===== src/hw/cpu_pkg.sv =====
package cpu_pkg;

	localparam int word_w = 32;
	localparam int reg_addr_w = 5;
	localparam int sel_w = 4;

	// return address skips the delay slot
	localparam logic [word_w-1:0] link_offset = 32'd8;

	typedef enum logic [5:0] {
		op_nop,
		op_and,
		op_or,
		op_xor,
		op_nor,
		op_lui,
		op_add,
		op_addu,
		op_sub,
		op_subu,
		op_slt,
		op_sltu,
		op_sll,
		op_srl,
		op_sra,
		op_sllv,
		op_srlv,
		op_srav,
		op_clz,
		op_clo,
		op_mfhi,
		op_mflo,
		op_mthi,
		op_mtlo,
		op_mult,
		op_multu,
		op_madd,
		op_msub,
		op_div,
		op_divu,
		op_jal,
		op_lb,
		op_lbu,
		op_lh,
		op_lhu,
		op_lw,
		op_lwl,
		op_lwr,
		op_sb,
		op_sh,
		op_sw,
		op_swl,
		op_swr,
		op_teq,
		op_tne,
		op_tlt,
		op_tltu,
		op_invalid
	} op_t;

endpackage


===== src/hw/hilo_reg.sv =====
module hilo_reg (
	input  logic                         clk,
	input  logic                         rst,
	input  logic                         we,
	input  logic [2*cpu_pkg::word_w-1:0] wdata,
	output logic [cpu_pkg::word_w-1:0]   hi,
	output logic [cpu_pkg::word_w-1:0]   lo
);

logic [2*cpu_pkg::word_w-1:0] hilo_q;

always_ff @(posedge clk)
begin
	if (rst)
		hilo_q <= '0;
	else if (we)
		hilo_q <= wdata;
end

// upper word is hi
assign hi = hilo_q[2*cpu_pkg::word_w-1:cpu_pkg::word_w];
assign lo = hilo_q[cpu_pkg::word_w-1:0];

endmodule


===== config.mk =====
export PLATFORM = sky130hd
export DESIGN_NAME = hilo_reg
export DESIGN_NICKNAME = d
export VERILOG_FILES = /design/src/hw/cpu_pkg.sv /design/src/hw/hilo_reg.sv
export SDC_FILE = /design/constraint.sdc
export NUM_CORES = 1
export LEC_CHECK = 0
export ABC_AREA = 1
export BUFFER_PORTS_ARGS = -buffer_cell sky130_fd_sc_hd__buf_2
export CAP_MARGIN = 20
export CORE_MARGIN = 5
export CORE_UTILIZATION = 49
export DETAILED_ROUTE_END_ITERATION = 12
export GPL_TIMING_DRIVEN = 0
export MAX_ROUTING_LAYER = met4
export PLACE_DENSITY_LB_ADDON = 0.15
export SYNTH_ARGS = -nofsm -noshare
export SYNTH_HDL_FRONTEND = slang
export SYNTH_SLANG_ARGS = --single-unit

===== constraint.sdc =====
create_clock -name clk -period 1.6 [get_ports clk]
set_input_delay 0 -clock clk [delete_from_list [all_inputs] [get_ports clk]]
set_output_delay 0 -clock clk [all_outputs]
set_load 0.01 [all_outputs]

==> results.toml, run 1 <==
[status]
status = "complete, no violations"

[grt]
global_route.usage.met1 = 0.250
globalRouteTotalUtil = 0.246
grt_pass1_wl_um = 13800
globalRoute.totalOverflow = 0
antenna_found_initial = 1
grt_max_degree = 12
first_global_vias = 3106
globalRoute.busiestLayer = "met2"
use_met3 = 0.0681
globalRouteMet2Util = 0.440

[sta]
final.period_utilization = 0.793
hold_viol_final = 0
clock_skew_ps = 0
min_period_ps = 1270
max_slew_margin = 0.876
grt_setup_unrepaired = "no"
fin_hold_ws_ps = 129
setup_total_negative_slack_ps = 0
max_slew.worst_pin.slew_ps = 186
final.setup.worst_slack_ps = 332
clock.fmax_ghz = 0.789
slew_viol_final = 0
timing.final.setup_violations = 0

[logic_synthesis]
synth_cell_type_count = 8
synth_top_cell_area_share = 0.481
synthesis.area_per_instance_um2 = 6.58
count_of_state_elements_after_synthesis = 64
yosys.area.top_type = "sky130_fd_sc_hd__dfxtp_1"
sequential_area_share_after_synthesis = 0.481
gate_count_of_the_mapped_netlist = 405
synth-warning-count = 0
syn_area_mm2 = 0.00267
synth_top_cells_by_area = "sky130_fd_sc_hd__dfxtp_1 48%, sky130_fd_sc_hd__nand2_1 18%, sky130_fd_sc_hd__nor2_1 18%, sky130_fd_sc_hd__inv_1 9.0%, sky130_fd_sc_hd__buf_6 5.1%"
syn_nets = 472

[floorplanning]
die-area_mm2 = 0.00702
initial_core_util = 0.512
die_width_um = 83.8
boundaryPins = 131
die_h_um = 83.8
num_rows = 26
placeableCoreArea_mm2 = 0.00520

[placed_design]
place_congestion = 0.794
preCtsSetupSlack_ps = 852
numPortBuffers = 129
postPlaceCellArea_mm2 = 0.00340
hpwlAfterDp_um = 4680

[detailed_routing]
routedWlPerCell_um = 11.6
dr_total_vias = 3015
length_of_the_first_detailed_routing_pass_in_iterations = 4
drt_iter0_drc = 108
route.antenna.remaining_nets = 0
postRouteWirelength_um = 8070
vias_per_cell = 4.34
remaining_routing_drc_violations = 0

[finish]
seqCellArea_mm2 = 0.00128
share_of_cells_above_drive_strength_1 = 0.266
finalInstanceArea_mm2 = 0.00437
layout.filler_cells = 333
largestRegisters = "hilo_q: 64 flops"
layout.core_utilization = 0.840
layout.nets = 685
largest_reg_flops = 64
flow.area_growth_from_synthesis_pct = 64.0
largest-register = "hilo_q"
multiInputGateArea_um2 = 961

[clock_network]
numClockSinks = 64
htree_num_levels = 3
ctsResizeCount = 0
postCtsSetupRepairBufs = 0
clock_tree.root_cell = "sky130_fd_sc_hd__clkbuf_8"
worstSkewPairLatency_ps = 320
cts_max_path_buffers = 2
postCtsHoldBufs = 73
cts_buffers = 9
clk_transition_reported_paths_ps = 70
cts_tree = "built"

[power]
ir_drop_mv = 0.682
leakagePower_nw = 2.55
p_per_area_mw_per_mm2 = 938

[critical_path]
worstPathCellList = "dlygate4sd3_1 -> buf_2 -> inv_2 -> nand2_1 -> dlygate4sd3_1 -> nor2_1"
worst_path_max_delay_cell = "sky130_fd_sc_hd__dlygate4sd3_1"
timing.setup.critical_path_class = "in2reg"
arrival_ps = 1530
cp_slowest_stage_delay_ps = 550
maximum_fanout_count_along_the_critical_path = 10
end_kind = "flip-flop"
startpoint_type = "input pin"
worstPathRequired_ps = 1860
cp_common_cell = "sky130_fd_sc_hd__dlygate4sd3_1"

[worst_hold_path]
worstHoldPathType = "in2reg"

[flow_run]
cap_viol_max_count = 0
## cells in the final DEF (no fill, tap or decap), drive strengths merged
cell type      n
buf          149
bufinv         2
clkbuf        12
clkinvlp       2
dfxtp         64
diode          1
dlygate4sd3   73
inv           65
nand2        128
nor2         128
## per-stage QoR
| stage | power, mW | std cells |
|---|---|---|
| 5_1_grt | 4.31 | 694 |
| 4_1_cts | 4.11 | 693 |
| 6_report | 4.10 | 694 |
| 3_5_place_dp | 2.37 | 604 |
| 2_1_floorplan | 2.13 | 405 |
| 3_3_place_gp | 2.35 | 604 |
## worst max-delay path: cells and delay by family
kind | cells | cell delay [ps]
AND/OR/NAND/NOR | 2 | 150
buffers and inverters | 4 | 1370
## cells in the mapped netlist, drive strengths merged
master  count
nor2      128
buf        20
dfxtp      64
nand2     128
inv        65
## layer usage
layer | wire length (um) | part of all wire
met5 | 0 | 0
met1 | 3150 | 0.39
met3 | 516 | 0.064
met2 | 4180 | 0.52
met4 | 227 | 0.028
## cells by family (layout without fill, tap and decap cells)
| kind of cell | after synthesis | count (layout) | synth area share |
|---|---|---|---|
| other | 0 | 1 | 0 |
| buffers and inverters | 85 | 303 | 0.159 |
| and+or+nand+nor | 256 | 256 | 0.360 |
| DFF | 64 | 64 | 0.481 |
## report_power, final
| part | switching (mW) | internal, mW | leakage, nW |
|---|---|---|---|
| logic | 0.352 | 0.378 | 1.90 |
| registers | 0.0563 | 1.71 | 0.532 |
| clock network | 0.607 | 1.01 | 0.115 |
## final cells by class
| cell class | instances | area share |
|---|---|---|
| repair buffers | 202 | 0.315 |
| flip-flops and latches | 64 | 0.293 |
| multi-input cells | 256 | 0.220 |
| inverters | 65 | 0.0558 |
| plain buffers | 20 | 0.0412 |
| clock buffers | 12 | 0.0378 |
| well taps | 70 | 0.0200 |
| clock inverters | 4 | 0.0172 |
| diodes | 1 | 0.000572 |
## worst paths after layout
path	endpoint	cells after the start	slack, ps	from
min	hilo_q[40]	4	130	we
min reg2reg	hilo_q[40]	2	470	hilo_q[40]
max reg2reg	hilo_q[5]	2	1010	hilo_q[5]
max	hilo_q[0]	6	330	rst
(Power assumes the default switching activity.)
==> run 2: changes to the inputs <==
--- a/config.mk
+++ b/config.mk
@@ -5,11 +5,11 @@
 export SDC_FILE = /design/constraint.sdc
 export NUM_CORES = 1
 export LEC_CHECK = 0
-export ABC_AREA = 1
+export ABC_AREA = 0
 export BUFFER_PORTS_ARGS = -buffer_cell sky130_fd_sc_hd__buf_2
 export CAP_MARGIN = 20
 export CORE_MARGIN = 5
-export CORE_UTILIZATION = 49
+export CORE_UTILIZATION = 43
 export DETAILED_ROUTE_END_ITERATION = 12
 export GPL_TIMING_DRIVEN = 0
 export MAX_ROUTING_LAYER = met4
==> constraint.sdc (replaced) <==
create_clock -name clk -period 1.24 [get_ports clk]
set_input_delay 0 -clock clk [delete_from_list [all_inputs] [get_ports clk]]
set_output_delay 0 -clock clk [all_outputs]
set_load 0.01 [all_outputs]
==> run 2 against run 1 <==
  * Via count is 28% lower
  * Clock-buffer cell count unchanged
  * Total power is 9.9% higher
  * Non-clock buffer count is 16 lower
  * Synthesized cell count fell by 49%
  * First-iteration DRC count shrank 63%
  * Register-to-register slack worse by 440 ps
  * Setup slack gained 85 ps
  * Die area fell by 1.8%
  * Critical path type is now reg2out
==> results.toml, run 2 <==
[critical_path]
critPathTopFamily = "flip-flops"
worstPathRequired_ps = 1240
worstRegToRegCells = 2
worst_path_max_delay_cell = "sky130_fd_sc_hd__dfxtp_1"
startpoint_type = "flip-flop"
timing.setup.critical_path_class = "reg2out"
worstPathCellList = "buf_2"
worstPathBufferInverterCount = 1
arrival_ps = 820
worst_r2r_endpoint = "hilo_q[28]"
end_kind = "output port"
cp_slowest_stage_delay_ps = 350
r2r-start = "hilo_q[28]"
maximum_fanout_count_along_the_critical_path = 2
setup.reg_to_reg.worst_slack_ps = 570

[detailed_routing]
drt_iter0_drc = 40
length_of_the_first_detailed_routing_pass_in_iterations = 4
remaining_routing_drc_violations = 0
routedWlPerCell_um = 13.9
route.antenna.remaining_nets = 0
dr_total_vias = 2185
vias_per_cell = 4.53
postRouteWirelength_um = 6680

[grt]
globalRouteTotalUtil = 0.204
antenna_found_initial = 1
grt_pass1_wl_um = 11200
first_global_vias = 2342
globalRoute.totalOverflow = 0
use_met3 = 0.0653
globalRouteMet2Util = 0.345
globalRoute.busiestLayer = "met2"
grt_max_degree = 11
global_route.usage.met1 = 0.222

[logic_synthesis]
synth_cell_type_count = 7
synth_top_cells_by_area = "sky130_fd_sc_hd__dfxtp_1 56%, sky130_fd_sc_hd__mux2i_1 28%, sky130_fd_sc_hd__nor2_1 10%, sky130_fd_sc_hd__buf_8 3.9%, sky130_fd_sc_hd__buf_1 0.98%"
synth_top_cell_area_share = 0.559
synth-warning-count = 0
syn_area_mm2 = 0.00229
syn_nets = 273
yosys.area.top_type = "sky130_fd_sc_hd__dfxtp_1"
most_common_flop_cell_mapped_by_yosys = "sky130_fd_sc_hd__dfxtp_1"
top_cells_by_instance_count_after_synthesis = "64 x sky130_fd_sc_hd__dfxtp_1, 64 x sky130_fd_sc_hd__mux2i_1, 64 x sky130_fd_sc_hd__nor2_1"
count_of_state_elements_after_synthesis = 64
sequential_area_share_after_synthesis = 0.559
synthesis.area_per_instance_um2 = 11.1
synth_edf_count = 0
gate_count_of_the_mapped_netlist = 206
synth-async-reset-ratio = 0

[placed_design]
place_congestion = 0.718
numPlacedInstances = 404
numPortBuffers = 128
postPlaceCellArea_mm2 = 0.00302
hpwlAfterDp_um = 4040

[clock_network]
clock_tree.root_cell = "sky130_fd_sc_hd__clkbuf_8"
cts_tree = "built"
cts_max_path_buffers = 2
ctsResizeCount = 0
worstSkewPairLatency_ps = 320
numClockSinks = 64
clk_transition_reported_paths_ps = 70
htree_num_levels = 3
cts_buffers = 9

[sta]
clock.fmax_ghz = 1.21
clock_skew_ps = 0
final.period_utilization = 0.664
fin_hold_ws_ps = 2.67
setup_total_negative_slack_ps = 0
max_slew.worst_pin.slew_ps = 453
max_slew_margin = 0.698
grt_setup_unrepaired = "no"
timing.final.setup_violations = 0
slew_viol_final = 0
hold_viol_final = 0
min_period_ps = 823

[floorplanning]
boundaryPins = 131
initial_core_util = 0.446
num_rows = 26
die_width_um = 83.0
die_h_um = 83.0
die-area_mm2 = 0.00689
placeableCoreArea_mm2 = 0.00514

[finish]
largestRegisters = "hilo_q: 64 flops"
layout.cells.most_common_list = "128 x sky130_fd_sc_hd__buf_2, 64 x sky130_fd_sc_hd__mux2i_1, 64 x sky130_fd_sc_hd__nor2_1, 64 x sky130_fd_sc_hd__dfxtp_1, 64 x sky130_fd_sc_hd__dlygate4sd3_1"
flow.area_growth_from_synthesis_pct = 66.8
layoutNonFillerInstCount = 482
layout.filler_cells = 373
leading_cell_type_in_the_layout_fill_and_taps_excluded = "sky130_fd_sc_hd__buf_2"
finalInstanceArea_mm2 = 0.00382
seqCellArea_mm2 = 0.00128
multiInputGateArea_um2 = 881
layout.nets = 476
share_of_cells_above_drive_strength_1 = 0.360
largest_reg_flops = 64
largest-register = "hilo_q"

[worst_hold_path]
timing.hold.worst_path_depth = 2
hold_path.startpoint = "rst"
worstHoldPathType = "in2reg"
min_to = "hilo_q[1]"

[status]
status = "complete, no violations"

[power]
totalPowerFinal_mw = 4.51
ir_drop_mv = 0.817
p_per_area_mw_per_mm2 = 1180
leakagePower_nw = 2.01

[flow_run]
cap_viol_max_count = 0
-- run 2: what timing repair did --
item / CTS / global route
setup endpoints to repair: 0 / 0
hold endpoints to repair: 64 / 0
hold buffers: 64 / 0
buffers inserted: 0 / 0
-- run 2: worst max path at each step --
stage	start	slack, ps	endpoint	cells after the start
global placement	rst	390	hilo_q[5]	3
finish	hilo_q[52]	420	hi[20]	1
global route	hilo_q[57]	390	hi[25]	1
floorplan	we	590	hilo_q[10]	4
CTS	hilo_q[18]	420	lo[18]	1
detailed placement	rst	390	hilo_q[8]	3
-- run 2: power breakdown --
part           switching, mW  internal (mW)  leakage (nW)
registers             0.0585           2.18         0.529
clock network          0.704          0.799        0.0842
logic                  0.332          0.435          1.40
total                   1.09           3.41          2.01
-- run 2: layout make-up --
type / instances / share of cell area
repair buffers: 192 / 0.335
diodes: 1 / 0.000655
multi-input cells: 128 / 0.230
plain buffers: 14 / 0.0337
flip-flops and latches: 64 / 0.335
well taps: 70 / 0.0229
clock inverters: 1 / 0.00131
clock buffers: 12 / 0.0406
-- run 2: kinds of logic (layout without fill, tap and decap cells) --
group / count (synthesis) / in the layout / synth area share
and+or+nand+nor: 64 / 64 / 0.105
other: 0 / 1 / 0
muxes: 64 / 64 / 0.280
DFF: 64 / 64 / 0.559
buffers and inverters: 14 / 219 / 0.0563
-- run 2: per-layer routing --
layer,up-vias,wire [um]
met1,1003,2770
met3,11,374
met2,86,3440
li1,1085,-
met5,-,0
met4,0,102
-- run 2: through the flow --
| stage | util | setup WS [ps] |
|---|---|---|
| global route | 0.744 | 385 |
| finish | 0.744 | 417 |
| detailed placement | 0.587 | 386 |
| CTS | 0.743 | 419 |
| global placement | 0.587 | 391 |
| floorplan | - | 586 |
